[src/include/adc_settings.svh]
`ifndef ADC_SETTINGS_SVH
`define ADC_SETTINGS_SVH

// --------------------
// SPI byte and command encodings
// --------------------
`define ADC_BYTE_W        8

// Direct commands, sent as the full byte
`define ADC_OP_RDATA      8'h01
`define ADC_OP_SELFCAL    8'hF0

// Register commands, upper nibble of the first byte
`define ADC_PREFIX_RREG   4'h1
`define ADC_PREFIX_WREG   4'h5

// Low 16 bits of a host word that carries a direct command
`define ADC_DIRECT_MARK   16'hFFFF

// Clocked out on DIN while a byte is read back
`define ADC_DUMMY_BYTE    8'h00

// --------------------
// Datasheet gaps in clock cycles
// --------------------
`define ADC_TIMER_W       10
`define ADC_T6_CYCLES     700
`define ADC_T10_CYCLES    110

`endif

[src/logic/adc_pkg.sv]
`include "adc_settings.svh"

package adc_pkg;

  // Host command word as {opcode, count, data}
  typedef struct packed {
    logic [`ADC_BYTE_W-1:0] op_byte;
    logic [`ADC_BYTE_W-1:0] count_byte;
    logic [`ADC_BYTE_W-1:0] data_byte;
  } adc_cmd_t;

  // Decoded operation
  typedef enum logic [2:0] {
    OP_NONE,
    OP_RDATA,
    OP_SELFCAL,
    OP_RREG,
    OP_WREG,
    OP_ILLEGAL
  } adc_op_e;

  // Request to the byte-wide SPI master
  typedef struct packed {
    logic                   start;
    logic [`ADC_BYTE_W-1:0] tx_byte;
  } spi_req_t;

  // Result register load strobe
  // Slot 0 holds the register read, slots 1 to 3 hold MSB, mid and LSB
  typedef struct packed {
    logic       load;
    logic [1:0] slot;
  } read_load_t;

endpackage

[src/logic/adc_cmd_decoder.sv]
`timescale 1ns/1ps
`include "adc_settings.svh"

module adc_cmd_decoder
  import adc_pkg::*;
(
  input  adc_cmd_t cmd_i,
  output adc_op_e  op_o
);

  logic direct_cmd;
  logic single_count;

  // A direct command is marked by all ones in count and data
  assign direct_cmd   = ({cmd_i.count_byte, cmd_i.data_byte} == `ADC_DIRECT_MARK);

  // Register access is limited to one byte per command
  assign single_count = (cmd_i.count_byte == '0);

  always_comb begin
    op_o = OP_ILLEGAL;
    if (direct_cmd) begin
      case (cmd_i.op_byte)
        `ADC_OP_SELFCAL: op_o = OP_SELFCAL;
        `ADC_OP_RDATA:   op_o = OP_RDATA;
        // RDATAC, SDATAC and everything else land here
        default:         op_o = OP_ILLEGAL;
      endcase
    end else if (single_count) begin
      case (cmd_i.op_byte[`ADC_BYTE_W-1:4])
        `ADC_PREFIX_RREG: op_o = OP_RREG;
        `ADC_PREFIX_WREG: op_o = OP_WREG;
        default:          op_o = OP_ILLEGAL;
      endcase
    end
  end

endmodule

[src/logic/adc_delay_timer.sv]
`timescale 1ns/1ps
`include "adc_settings.svh"

module adc_delay_timer #(
  parameter int unsigned DELAY_CYCLES = 16
) (
  input  logic clock_i,
  input  logic reset_i,
  input  logic clear_i,
  input  logic enable_i,
  output logic done_o
);

  localparam int unsigned TIMER_W = `ADC_TIMER_W;
  localparam logic [TIMER_W-1:0] TERMINAL = TIMER_W'(DELAY_CYCLES);

  logic [TIMER_W-1:0] count_q;

  // Clear wins over enable; the count parks at its terminal value
  always_ff @(posedge clock_i) begin
    if (reset_i) begin
      count_q <= '0;
    end else if (clear_i) begin
      count_q <= '0;
    end else if (enable_i && !done_o) begin
      count_q <= count_q + 1'b1;
    end
  end

  assign done_o = (count_q == TERMINAL);

endmodule

[src/logic/adc_seq_fsm.sv]
`timescale 1ns/1ps
`include "adc_settings.svh"

module adc_seq_fsm
  import adc_pkg::*;
(
  input  logic       clock_i,
  input  logic       reset_i,
  input  logic       start_i,
  input  adc_cmd_t   cmd_i,
  input  adc_op_e    op_i,
  input  logic       drdy_n_i,
  input  logic       spi_done_i,
  input  logic       t6_done_i,
  input  logic       t10_done_i,
  output spi_req_t   spi_o,
  output read_load_t read_o,
  output logic       cs_n_o,
  output logic       t6_en_o,
  output logic       t6_clear_o,
  output logic       t10_en_o,
  output logic       t10_clear_o,
  output logic       done_o
);

  typedef enum logic [4:0] {
    IDLE,
    // RDATA
    RDATA_WAIT_DRDY,
    RDATA_CMD,
    RDATA_WAIT_T6,
    RDATA_READ_0,
    RDATA_READ_1,
    RDATA_READ_2,
    // RREG
    RREG_CMD,
    RREG_COUNT,
    RREG_WAIT_T6,
    RREG_READ,
    // WREG
    WREG_CMD,
    WREG_COUNT,
    WREG_DATA,
    // SELFCAL
    SELFCAL_CMD,
    SELFCAL_WAIT_DRDY,
    // Common tail
    WAIT_T10,
    DONE
  } seq_state_e;

  seq_state_e             state_q;
  seq_state_e             state_d;
  seq_state_e             first_state;
  adc_op_e                op_q;
  logic [`ADC_BYTE_W-1:0] wreg_data_q;
  logic                   accept;

  // New commands are taken only while idle or in the done cycle
  assign accept = start_i && (state_q == IDLE || state_q == DONE);

  always_ff @(posedge clock_i) begin
    if (reset_i) begin
      state_q <= IDLE;
    end else begin
      state_q <= state_d;
    end
  end

  // --------------------
  // Command latch
  // --------------------
  always_ff @(posedge clock_i) begin
    if (reset_i) begin
      op_q <= OP_NONE;
    end else if (accept) begin
      op_q <= op_i;
    end
  end

  // Only the WREG payload is needed after acceptance
  always_ff @(posedge clock_i) begin
    if (accept) begin
      wreg_data_q <= cmd_i.data_byte;
    end
  end

  // --------------------
  // Next state
  // --------------------
  always_comb begin
    case (op_i)
      OP_RDATA:   first_state = RDATA_WAIT_DRDY;
      OP_SELFCAL: first_state = SELFCAL_CMD;
      OP_RREG:    first_state = RREG_CMD;
      OP_WREG:    first_state = WREG_CMD;
      // Illegal commands leave the sequencer idle
      default:    first_state = IDLE;
    endcase
  end

  always_comb begin
    state_d = state_q;
    case (state_q)
      IDLE, DONE:        state_d = start_i ? first_state : IDLE;

      RDATA_WAIT_DRDY:   if (!drdy_n_i) state_d = RDATA_CMD;
      RDATA_CMD:         if (spi_done_i) state_d = RDATA_WAIT_T6;
      RDATA_WAIT_T6:     if (t6_done_i) state_d = RDATA_READ_0;
      RDATA_READ_0:      if (spi_done_i) state_d = RDATA_READ_1;
      RDATA_READ_1:      if (spi_done_i) state_d = RDATA_READ_2;
      RDATA_READ_2:      if (spi_done_i) state_d = WAIT_T10;

      RREG_CMD:          if (spi_done_i) state_d = RREG_COUNT;
      RREG_COUNT:        if (spi_done_i) state_d = RREG_WAIT_T6;
      RREG_WAIT_T6:      if (t6_done_i) state_d = RREG_READ;
      RREG_READ:         if (spi_done_i) state_d = WAIT_T10;

      WREG_CMD:          if (spi_done_i) state_d = WREG_COUNT;
      WREG_COUNT:        if (spi_done_i) state_d = WREG_DATA;
      WREG_DATA:         if (spi_done_i) state_d = WAIT_T10;

      SELFCAL_CMD:       if (spi_done_i) state_d = WAIT_T10;

      // Calibration is finished once DRDY falls again
      WAIT_T10: begin
        if (t10_done_i) begin
          state_d = (op_q == OP_SELFCAL) ? SELFCAL_WAIT_DRDY : DONE;
        end
      end
      SELFCAL_WAIT_DRDY: if (!drdy_n_i) state_d = DONE;

      default:           state_d = IDLE;
    endcase
  end

  // --------------------
  // Outputs
  // --------------------
  always_comb begin
    spi_o.start   = 1'b0;
    spi_o.tx_byte = `ADC_DUMMY_BYTE;
    read_o.load   = 1'b0;
    read_o.slot   = 2'd0;
    t6_en_o       = 1'b0;
    t6_clear_o    = 1'b0;
    t10_en_o      = 1'b0;
    t10_clear_o   = 1'b0;
    done_o        = 1'b0;

    case (state_q)
      IDLE, DONE: begin
        done_o = (state_q == DONE);
        // RDATA holds its first byte until DRDY
        if (start_i) begin
          case (op_i)
            OP_SELFCAL: begin
              spi_o.start   = 1'b1;
              spi_o.tx_byte = `ADC_OP_SELFCAL;
            end
            OP_RREG, OP_WREG: begin
              spi_o.start   = 1'b1;
              spi_o.tx_byte = cmd_i.op_byte;
            end
            default: ;
          endcase
        end
      end

      RDATA_WAIT_DRDY: begin
        if (!drdy_n_i) begin
          spi_o.start   = 1'b1;
          spi_o.tx_byte = `ADC_OP_RDATA;
        end
      end
      RDATA_CMD:      t6_clear_o = spi_done_i;
      RDATA_WAIT_T6: begin
        t6_en_o     = 1'b1;
        spi_o.start = t6_done_i;
      end
      RDATA_READ_0, RDATA_READ_1: begin
        // MSB then mid byte, each followed by the next dummy
        read_o.load = spi_done_i;
        read_o.slot = (state_q == RDATA_READ_0) ? 2'd1 : 2'd2;
        spi_o.start = spi_done_i;
      end
      RDATA_READ_2: begin
        read_o.load = spi_done_i;
        read_o.slot = 2'd3;
        t10_clear_o = spi_done_i;
      end

      RREG_CMD, WREG_CMD: begin
        // Count byte of zero, a single register
        spi_o.start   = spi_done_i;
        spi_o.tx_byte = 8'h00;
      end
      RREG_COUNT:     t6_clear_o = spi_done_i;
      RREG_WAIT_T6: begin
        t6_en_o     = 1'b1;
        spi_o.start = t6_done_i;
      end
      RREG_READ: begin
        read_o.load = spi_done_i;
        read_o.slot = 2'd0;
        t10_clear_o = spi_done_i;
      end

      WREG_COUNT: begin
        spi_o.start   = spi_done_i;
        spi_o.tx_byte = wreg_data_q;
      end
      WREG_DATA, SELFCAL_CMD: t10_clear_o = spi_done_i;

      WAIT_T10:       t10_en_o = 1'b1;

      default: ;
    endcase
  end

  // Chip select is low through the whole sequence and on the first byte
  assign cs_n_o = (state_q == IDLE || state_q == DONE || state_q == SELFCAL_WAIT_DRDY) ?
                  ~spi_o.start : 1'b0;

endmodule

[src/logic/adc_cmd_sequencer.sv]
`timescale 1ns/1ps
`include "adc_settings.svh"

module adc_cmd_sequencer
  import adc_pkg::*;
(
  input  logic       clock_i,
  input  logic       reset_i,
  input  logic       start_i,
  input  adc_cmd_t   cmd_i,
  input  logic       drdy_n_i,
  input  logic       spi_done_i,
  output logic       done_o,
  output spi_req_t   spi_o,
  output logic       cs_n_o,
  output read_load_t read_o
);

  adc_op_e op;
  logic    t6_en;
  logic    t6_clear;
  logic    t6_done;
  logic    t10_en;
  logic    t10_clear;
  logic    t10_done;

  adc_cmd_decoder cmd_decoder (
    .cmd_i (cmd_i),
    .op_o  (op)
  );

  adc_seq_fsm seq_fsm (
    .clock_i     (clock_i),
    .reset_i     (reset_i),
    .start_i     (start_i),
    .cmd_i       (cmd_i),
    .op_i        (op),
    .drdy_n_i    (drdy_n_i),
    .spi_done_i  (spi_done_i),
    .t6_done_i   (t6_done),
    .t10_done_i  (t10_done),
    .spi_o       (spi_o),
    .read_o      (read_o),
    .cs_n_o      (cs_n_o),
    .t6_en_o     (t6_en),
    .t6_clear_o  (t6_clear),
    .t10_en_o    (t10_en),
    .t10_clear_o (t10_clear),
    .done_o      (done_o)
  );

  // t6, DIN to DOUT gap before the read-back bytes
  adc_delay_timer #(.DELAY_CYCLES(`ADC_T6_CYCLES)) t6_timer (
    .clock_i  (clock_i),
    .reset_i  (reset_i),
    .clear_i  (t6_clear),
    .enable_i (t6_en),
    .done_o   (t6_done)
  );

  // t10, chip select hold after the last byte
  adc_delay_timer #(.DELAY_CYCLES(`ADC_T10_CYCLES)) t10_timer (
    .clock_i  (clock_i),
    .reset_i  (reset_i),
    .clear_i  (t10_clear),
    .enable_i (t10_en),
    .done_o   (t10_done)
  );

endmodule

[config.mk]
export PLATFORM = sky130hd
export DESIGN_NAME = adc_cmd_sequencer
export DESIGN_NICKNAME = d
export VERILOG_FILES = /design/src/logic/adc_pkg.sv /design/src/logic/adc_cmd_decoder.sv /design/src/logic/adc_delay_timer.sv /design/src/logic/adc_seq_fsm.sv /design/src/logic/adc_cmd_sequencer.sv
export VERILOG_INCLUDE_DIRS = /design/src /design/src/include
export SDC_FILE = /design/constraint.sdc
export NUM_CORES = 1
export LEC_CHECK = 0
export ABC_AREA = 1
export BUFFER_PORTS_ARGS = -buffer_cell sky130_fd_sc_hd__clkbuf_2
export CORE_UTILIZATION = 50
export CTS_CLUSTER_SIZE = 28
export DETAILED_ROUTE_END_ITERATION = 12
export PLACE_DENSITY = 0.81
export SYNTH_ARGS = -nofsm -noshare
export SYNTH_HDL_FRONTEND = slang
export SYNTH_SLANG_ARGS = --single-unit
[constraint.sdc]
create_clock -name clock_i -period 1.8 [get_ports clock_i]
set_input_delay 0.54 -clock clock_i [delete_from_list [all_inputs] [get_ports clock_i]]
set_output_delay 0.54 -clock clock_i [all_outputs]
set_load 0.005 [all_outputs]
# ---- Word level (Yosys, flattened, before mapping)
# Cells that the tools add are included.
dict set report op_classes {
  n_bitwise 1
  n_reduce_logical 19
  add_sub_neg 2
  n_eq_ne 42
  mux 34
}
# operator count
set ops {}
lappend ops {{5-bit two-way mux} 14}
lappend ops {{5-bit case mux with 14 select lines} 1}
lappend ops {{5-bit by 4-bit equality test with 1-bit output (second input constant)} 8}
lappend ops {{8-bit case mux with 3 select lines} 1}
lappend ops {{10-bit by 1-bit adder with 10-bit output (second input constant)} 2}
lappend ops {{5-bit by 3-bit equality test with 1-bit output (second input constant)} 4}
lappend ops {{9-bit two-way mux} 2}
lappend ops {{2-bit inequality test (second input constant)} 9}
lappend ops {{9-bit case mux with 2 select lines} 1}
lappend ops {{16-bit equality test (second input constant)} 1}
lappend ops {{4-bit case mux with 4 select lines} 1}
lappend ops {{2-bit OR reduction} 7}
lappend ops {{13-bit AND reduction} 1}
lappend ops {{3-bit case mux with 2 select lines} 2}
lappend ops {{10-bit equality test (second input constant)} 1}
lappend ops {{10-bit by 7-bit equality test with 1-bit output (second input constant)} 1}
lappend ops {{5-bit by 2-bit equality test with 1-bit output (second input constant)} 2}
lappend ops {{5-bit equality test (second input constant)} 2}
lappend ops {{3-bit by 2-bit equality test with 1-bit output (second input constant)} 3}
lappend ops {{3-bit case mux with 3 select lines} 1}
lappend ops {{8-bit by 1-bit equality test with 1-bit output (second input constant)} 1}
lappend ops {{8-bit equality test (second input constant)} 1}
lappend ops {{8-bit zero test} 1}
lappend ops {{2-bit by 1-bit inequality test with 1-bit output (second input constant)} 4}
lappend ops {{17 further kinds} 27}
dict set report word_totals {
  out_inout_bits 14
  regBits 36
  elab_cells 103
  inputBits 29
}

# ---- Logic depth before layout (Yosys ltp)
# Gate-level depths: netlist (run 1).
dict set report depth {
  depth_word 11
  depth_mapped 12
  mapped_depth_nobuf 12
}

# ---- Hierarchy
# A second synthesis (run 1) with hierarchy kept.
dict set report unflattened {
  cells_unflattened 451
  hier_area_um2 2810.2
}
# mod cells_per_inst area_each_um2 n_inst seq_area_each_um2
set by_module_without_submodules {}
lappend by_module_without_submodules {adc_seq_fsm 208 1336.3 1 400.4}
lappend by_module_without_submodules {{adc_delay_timer at t10_timer} 88 623.1 1 200.2}
lappend by_module_without_submodules {{adc_delay_timer at t6_timer} 93 603.1 1 200.2}
lappend by_module_without_submodules {adc_cmd_decoder 62 247.7 1 0.0}

# ---- Worst setup path before layout (run 1)
# No wires, ideal clock.
dict set report synth_timing {
  path_kind {in2out}
  startpoint {input cmd_i[13] (netlist name)}
  endpoint {output cs_n_o}
  path_slack_ns -0.193
  stages 9
  required_time_ns 1.260
  t_arrival_ns 1.453
  path_cell_list {nand2_1 nor2_1 nand2_1 nor2_1 nand2_1 nand2_1 o21ai_2 nand4_1 a21oi_1}
}
# item line
set synth_lines {}
lappend synth_lines {{start: declaration} adc_cmd_sequencer.sv:10} ;# input adc_cmd_t cmd_i,
lappend synth_lines {{end: declaration} adc_cmd_sequencer.sv:15} ;# output logic cs_n_o,

# ---- Worst setup path in the final report (run 1)
dict set report layout_timing {
  startpoint {input cmd_i[13] (netlist name)}
  endpoint {output cs_n_o}
}
dict set report layout_via {
  elab_chain_cells 10
  word_cells_on_any_way 13
  cone_classes {eq/ne: 4; mux: 6; bitwise: 1; reduce/logical: 2}
}
# item line
set layout_lines {}
lappend layout_lines {{8-bit zero test} adc_cmd_decoder.sv:18} ;# assign single_count = (cmd_i.count_byte == '0);
lappend layout_lines {{3-bit two-way mux} adc_cmd_decoder.sv:29} ;# end else if (single_count) begin
lappend layout_lines {{3-bit two-way mux (*)} adc_cmd_decoder.sv:22} ;# if (direct_cmd) begin
lappend layout_lines {{3-bit by 2-bit equality test with 1-bit output or 3-bit equality test (tied branches)} adc_seq_fsm.sv:156} ;# case (op_i)
lappend layout_lines {{2-bit OR reduction} adc_seq_fsm.sv:156}
lappend layout_lines {{9-bit case mux with 2 select lines (*)} adc_seq_fsm.sv:156}
lappend layout_lines {{9-bit two-way mux (*)} adc_seq_fsm.sv:155} ;# if (start_i) begin
lappend layout_lines {{1-bit case mux with 4 select lines (*)} adc_seq_fsm.sv:151} ;# case (state_q)
lappend layout_lines {{1-bit inverter (*)} adc_seq_fsm.sv:223} ;# ~spi_o.start : 1'b0;
lappend layout_lines {{1-bit two-way mux (*)} adc_seq_fsm.sv:222} ;# assign cs_n_o = (state_q == IDLE || state_q == DONE || state_q == SELFCAL_WAIT_DRDY) ?
# Mark *: on every way between the ends. The rest lies on a longest branch, timed or not.

==> impl_metrics.yaml, run 1 <==
drt:
  dr.first_iter.drc_count: 316
  remaining_drc_errors: 1
  via_count: 3058
  first_pass_iters: 11
  viasPerCell: 5.792
  post_drt_wl_per_cell_um: 17.26
  drt_wl_total_um: 9112
  antenna_left: 0
synthesis:
  synth_top_area_cell: "dfxtp_1"
  synthMuxAreaShare_pct: 0
  synth_top_family_by_area: "simple AND/OR/NAND/NOR gates"
  yosysTopAreaCellShare_pct: 23.55
  ys_top_cells_by_area: "dfxtp_1 (24%), nand2_1 (16%), edfxtp_1 (10%), inv_1 (6.8%), nor2_1 (5.8%)"
  synthFlopType: "dfxtp_1"
  synth_compound_area_share_pct: 11.88
  yosys.area_share.simple_pct: 40.59
  synthAdderAreaFrac_pct: 2.103
  synth_warnings: 0
  synth.most_common_cell: "nand2_1"
  netlist_instances: 353
  ys_ff_latch: 36
  synthesis.nets: 386
  synth-xor-area-share_pct: 2.576
  netlist_area_mm2: 0.002380
  synth_common_cells: "nand2_1 (103), inv_1 (43), nor2_1 (37)"
  syn_area_per_cell_um2: 6.742
  async_flop_share_pct: 0
  synth-edff-count: 8
  synth-seq-area-share_pct: 33.65
  synthDistinctLibCells: 37
outcome:
  status: "finished with violations"
  violations: "DRC, setup timing"
timing:
  setup_slack_ns: -0.6010
  tightest_slew_ns: 0.3805
  fmax_mhz: 416.5
  rsz0062_at_grt: "true"
  finalHoldViolCount: 0
  period_needed_ns: 2.401
  setup_viol: 21
  layout_worst_path_cycle_share_pct: 133.4
  slew_headroom_pct: 74.40
  fin_skew_ns: 0.01086
  final_max_slew_viol_count: 0
finish:
  drive_gt1_share_pct: 48.95
  antennaDiodeCount: 0
  area_growth_pct: 59.10
  n_fill_cell: 225
  final_area_mm2: 0.003786
  finalNetCount: 508
  final_core_util_pct: 84.62
place:
  numPortBuffers: 42
  place.gp.congestion: 0.9854
  hpwlAfterDp_um: 4852
  placed_area_mm2: 0.003134
cts:
  htree_num_levels: 2
  root_buffer: "clkbuf_8"
  numCtsBuffers: 5
  worstSkewPairLatency_ns: 0.30
  cts.clk_slew.worst_paths_ns: 0.08
  cts.sinks: 36
  tritoncts: "done"
  cts_buffer_depth: 2
power:
  p_leak_nw: 1.742
  cellPowerDensity_mw_per_mm2: 594.0
  finalPower_mw: 2.249
  ir_drop_mv: 0.4009
critical_path:
  cpMaxStageDelayCell: "o21ai_4"
  required_ns: 1.26
  slowest_delay_ns: 0.27
  worstSetupEndpointType: "output port"
  start_kind: "input pin"
  path_max_fanout: 7
  path_cells: "clkbuf_2, nand2_2, nor2_4, nand2_2, nor2_4, nand2_4, nand2_4, o21ai_4, nand4_1, a21oi_2, buf_2"
  arrival_ns: 1.86
  criticalPathCategory: "input pin to output port"
  worst-path-buf-inv: 2
  critical_path.top_delay_family: "simple AND/OR/NAND/NOR gates"
floorplanning:
  die_h_um: 70.99
  fp-row-count: 24
  dieWidth_um: 70.99
  die-area_mm2: 0.005040
  io_pins: 43
  start_util_pct: 53.19
  coreArea_mm2: 0.004474
grt:
  grt_pass1_wl_um: 11370
  grt_max_degree: 15
  grt_pass1_vias: 2686
  grt_usage_pct: 28.61
  antenna_found_initial: 0
  grt_overflow: 0
job:
  max_cap_viol_count: 0
hold_path:
  min_path_type: "flop to flop"
[final timing paths]
path | startpoint | endpoint | slack [ns] | cells after the start
setup / recovery | cmd_i[13] | cs_n_o | -0.60 | 11
setup reg to reg | seq_fsm.state_q[0]$_SDFFE_PP0P_ | seq_fsm.state_q[1]$_SDFFE_PP0P_ | -0.08 | 11
hold reg to reg | t10_timer.count_q[9]$_SDFFE_PP0P_ | t10_timer.count_q[9]$_SDFFE_PP0P_ | 0.47 | 2
hold / removal | t10_timer.count_q[9]$_SDFFE_PP0P_ | t10_timer.count_q[9]$_SDFFE_PP0P_ | 0.47 | 2
[sequential cells by signal (all words and copies together), names as in the netlist]
name	count
t10_timer.count_q	10
t6_timer.count_q	10
seq_fsm.wreg_data_q	8
seq_fsm.state_q	5
seq_fsm.op_q	3
[stage by stage]
stage	setup TNS, ns	setup WS (ns)	hold slack, ns	instances
2_1_floorplan	-0.5068	-0.1455	0.4369	353
3_3_place_gp	-4.048	-0.4842	0.4466	501
3_5_place_dp	-4.931	-0.5437	0.4588	501
4_1_cts	-4.505	-0.4885	0.4515	518
5_1_grt	-7.204	-0.6361	0.4620	528
6_report	-5.964	-0.6010	0.4666	528
[cells in the final DEF (no fill, tap or decap), types with 7 or more instances in the layout]
| cell type | instances |
|---|---|
| a21oi_1 | 14 |
| a21oi_2 | 8 |
| buf_2 | 9 |
| buf_4 | 60 |
| buf_6 | 19 |
| clkbuf_2 | 26 |
| dfxtp_1 | 23 |
| edfxtp_1 | 8 |
| inv_1 | 38 |
| inv_2 | 12 |
| nand2_1 | 76 |
| nand2_2 | 23 |
| nand2_4 | 10 |
| nand3_1 | 13 |
| nand4_1 | 7 |
| nor2_1 | 23 |
| nor2_2 | 9 |
| nor2_4 | 14 |
| nor3_1 | 9 |
| o21ai_0 | 7 |
| xor2_1 | 7 |
[kinds of logic (layout without fill, tap and decap cells)]
| group | count (synthesis) | after routing |
|---|---|---|
| simple gates | 203 | 203 |
| flops | 36 | 36 |
| compound gates | 45 | 45 |
| buf+inv | 58 | 181 |
| fa+ha+maj | 4 | 4 |
| xor+xnor | 7 | 7 |
[per-layer routing]
layer,global-route usage (%),vias to the layer above,wire length (um)
li1,-,1384,-
met1,31.61,1419,3272
met2,52.03,198,4690
met3,5.556,57,679
met4,14.67,0,469
met5,0,-,0
[where the power goes]
part	switching (mW)	internal, mW	leakage [nW]
Combinational	0.389	0.285	1.38
Clock	0.322	0.313	0.0516
Sequential	0.0547	0.885	0.308
[timing repair]
| item | 4_1_cts | 5_1_grt |
|---|---|---|
| pin swaps | 19 | 42 |
| hold buffers | 0 | 0 |
| resized for setup | 36 | 98 |
| setup buffers | 10 | 11 |
| setup endpoints to repair | 23 | 25 |
[layout make-up]
| class | instances | area (um2) | share of cell area, % |
|---|---|---|---|
| Multi-Input combinational cell | 259 | 1678 | 44.32 |
| Timing Repair Buffer | 116 | 889.6 | 23.50 |
| Sequential cell | 36 | 817.0 | 21.58 |
| Inverter | 57 | 240.2 | 6.345 |
| Clock buffer | 6 | 82.58 | 2.181 |
| Tap cell | 52 | 65.06 | 1.718 |
| Clock inverter | 2 | 13.76 | 0.3635 |
[worst min-delay path: cells and delay by family (launching register included)]
family	cells	cell delay [ns]
flip-flops	1	0.32
AND/OR/NAND/NOR	1	0.06
AO/OA/AOI/OAI	1	0.05
(Power assumes the default switching activity.)
==> inputs of run 2 (changes only) <==
- ABC_AREA: 1 -> 0
- CORE_MARGIN: not set -> 4
==> run 2 against run 1 <==
Net effect:
- the flow finishes with violations (setup timing)
- clock skew fell by 0.0018 ns
- via count up 11%
- non-clock buffer count increased by 41
- first-iteration DRC count up 110%
- final cell count is 10% lower
- sequential share of layout area down 0.81 points
- worst setup slack got worse by 0.27 ns
- synthesized cell count down 24%
- die area is 16% higher
- routed wire length increased by 40%
- clock-buffer cell count unchanged
==> impl_metrics.yaml, run 2 <==
drt:
  dr.first_iter.drc_count: 678
  first_pass_iters: 7
  wl_met2_um: 5572
  antenna_left: 0
  via_count: 3396
  wl_met3_um: 1646
  drt_wl_total_um: 12720
  top_layer_used: "met4"
  remaining_drc_errors: 0
  post_drt_wl_per_cell_um: 26.90
  wl_met1_um: 3972
  viasPerCell: 7.180
timing:
  slew_headroom_pct: 58.47
  hold_slack_ns: 0.4291
  final_max_slew_viol_count: 0
  layout_worst_path_cycle_share_pct: 148.1
  rsz0062_at_grt: "true"
  fin_skew_ns: 0.009067
  period_needed_ns: 2.666
  tightest_slew_ns: 0.6230
  setup_slack_ns: -0.8662
  setup-tns-final_ns: -13.11
  setup_viol: 41
  fmax_mhz: 375.1
  finalHoldViolCount: 0
critical_path:
  slowest_delay_ns: 0.55
  path_max_fanout: 8
  cpMaxStageDelayCell: "or4_4"
  arrival_ns: 2.13
  path_cells: "buf_6, or4_4, nor3_4, a21oi_4, nor2_4, buf_4, a2111oi_2, clkbuf_2"
  worstSetupEndpointType: "output port"
  criticalPathCategory: "input pin to output port"
  critical_path.top_delay_family: "simple AND/OR/NAND/NOR gates"
  worst-path-buf-inv: 3
  start_kind: "input pin"
  required_ns: 1.26
  reg2reg_slack_ns: -0.44
floorplanning:
  coreArea_mm2: 0.004444
  start_util_pct: 52.56
  io_pins: 43
  dieWidth_um: 76.35
  fp-row-count: 24
  die-area_mm2: 0.005829
  die_h_um: 76.35
cts:
  root_buffer: "clkbuf_8"
  cts_buffer_depth: 2
  numCtsBuffers: 5
  htree_num_levels: 2
  cts.sinks: 36
  cts.clk_slew.worst_paths_ns: 0.08
  tritoncts: "done"
  worstSkewPairLatency_ns: 0.30
power:
  ir_drop_mv: 0.4653
  p_comb_share_pct: 43.1
  intPower_mw: 1.866
  switching_share_pct: 37.22
  cellPowerDensity_mw_per_mm2: 750.9
  p_sw_mw: 1.106
  p_seq_share_pct: 33.8
  p_leak_nw: 1.765
  pwr-share-clk_pct: 23.1
place:
  numPortBuffers: 42
  placed_area_mm2: 0.003218
  hpwlAfterDp_um: 5196
  place_ws_ns: -0.7623
  place.gp.congestion: 0.9184
synthesis:
  yosysTopAreaCellShare_pct: 24.00
  synth.most_common_cell: "nor2_1"
  ys_top_cells_by_area: "dfxtp_1 (24%), edfxtp_1 (10%), nor2_1 (5.9%), xor2_1 (5.2%), nand4_1 (4.0%)"
  synth_warnings: 0
  netlist_instances: 267
  syn_area_per_cell_um2: 8.749
  synth_common_cells: "nor2_1 (37), dfxtp_1 (28), nand4_1 (15)"
  synth_top_area_cell: "dfxtp_1"
  synthFlopType: "dfxtp_1"
  synth-seq-area-share_pct: 34.28
  netlist_area_mm2: 0.002336
  synthesis.nets: 300
  ys_ff_latch: 36
  synthDistinctLibCells: 64
  async_flop_share_pct: 0
  synth-edff-count: 8
finish:
  layout_commonest_cell: "buf_4"
  final_area_mm2: 0.003959
  drive_gt1_share_pct: 56.06
  antennaDiodeCount: 0
  finalNetCount: 453
  area_growth_pct: 69.47
  reg.largest.list: "t10_timer.count_q: 10 flops, t6_timer.count_q: 10 flops, seq_fsm.wreg_data_q: 8 flops"
  final_core_util_pct: 89.08
  n_fill_cell: 149
  final_cell_mix: "buf_4 (92), nor2_1 (32), clkbuf_2 (32)"
grt:
  antenna_found_initial: 0
  grt_max_degree: 13
  grt_overflow: 0
  grt_usage_pct: 33.10
  grt_pass1_vias: 2981
  grt_pass1_wl_um: 15320
outcome:
  violations: "setup timing"
  status: "finished with violations"
hold_path:
  min_path_type: "input pin to flop"
job:
  max_cap_viol_count: 0
==> run 2: cell count changes after synthesis, moves of 8 or more <==
cell	previous run	this run
nand4_1	7	15
nand2_1	103	13
and3_1	0	8
a21oi_1	22	11
inv_2	12	0
inv_1	43	11
==> run 2: what timing repair did <==
item | CTS | global route
setup buffers | 20 | 7
setup endpoints to repair | 26 | 42
pin swaps | 31 | 23
gates resized for setup | 57 | 54
hold buffers | 0 | 0
endpoints found under the hold margin | 0 | 0
==> run 2: routing by layer <==
layer	GRT usage, %	vias to the layer above
met1	36.75	1514
met5	0	-
met2	55.89	408
met4	21.74	0
li1	-	1305
met3	8.274	169
==> run 2: logic make-up (layout without fill, tap and decap cells) <==
| family | after synthesis | after routing | share of synthesized area (%) |
|---|---|---|---|
| simple gates | 133 | 133 | 34.28 |
| compound gates | 51 | 51 | 17.14 |
| flops | 36 | 36 | 34.28 |
| buf+inv | 22 | 176 | 4.231 |
| xor+xnor | 20 | 20 | 7.499 |
| fa+ha+maj | 4 | 4 | 2.143 |
| mux | 1 | 1 | 0.4285 |
==> run 2: layout make-up <==
cell class	instances	area, um2	area share (%)
clock buffer	6	93.84	2.370
clock inverter	2	11.26	0.2844
inverter	11	43.79	1.106
multi-input combinational	209	1738	43.90
sequential	36	822.0	20.76
tap	52	65.06	1.643
timing repair buffer	157	1185	29.93
==> run 2: power by group through the flow <==
| stage | registers, mW | clock network, mW | logic, mW |
|---|---|---|---|
| after floorplan | 0.964 | 0 | 0.454 |
| after global placement | 1.00 | 0 | 0.849 |
| after detailed placement | 1.00 | 0 | 0.869 |
| after CTS | 0.985 | 0.669 | 1.01 |
| after global routing | 1.01 | 0.744 | 1.31 |
| final | 1.01 | 0.685 | 1.28 |
==> run 2: metrics by stage <==
stage          power (mW)  cells
2_1_floorplan       1.418    267
3_3_place_gp        1.849    438
3_5_place_dp        1.873    438
4_1_cts             2.666    466
5_1_grt             3.065    473
6_report            2.973    473
==> run 2: final timing paths <==
| path | startpoint | end | depth (start not counted) |
|---|---|---|---|
| worst min-delay path | cmd_i[2] | seq_fsm.wreg_data_q[2]$_DFFE_PP_ | 1 |
| worst max-delay path | cmd_i[15] | cs_n_o | 8 |
| worst min register to register | seq_fsm.op_q[2]$_SDFFE_PP0P_ | seq_fsm.op_q[2]$_SDFFE_PP0P_ | 2 |
| worst max register to register | t6_timer.count_q[0]$_SDFFE_PP0P_ | seq_fsm.state_q[1]$_SDFFE_PP0P_ | 10 |
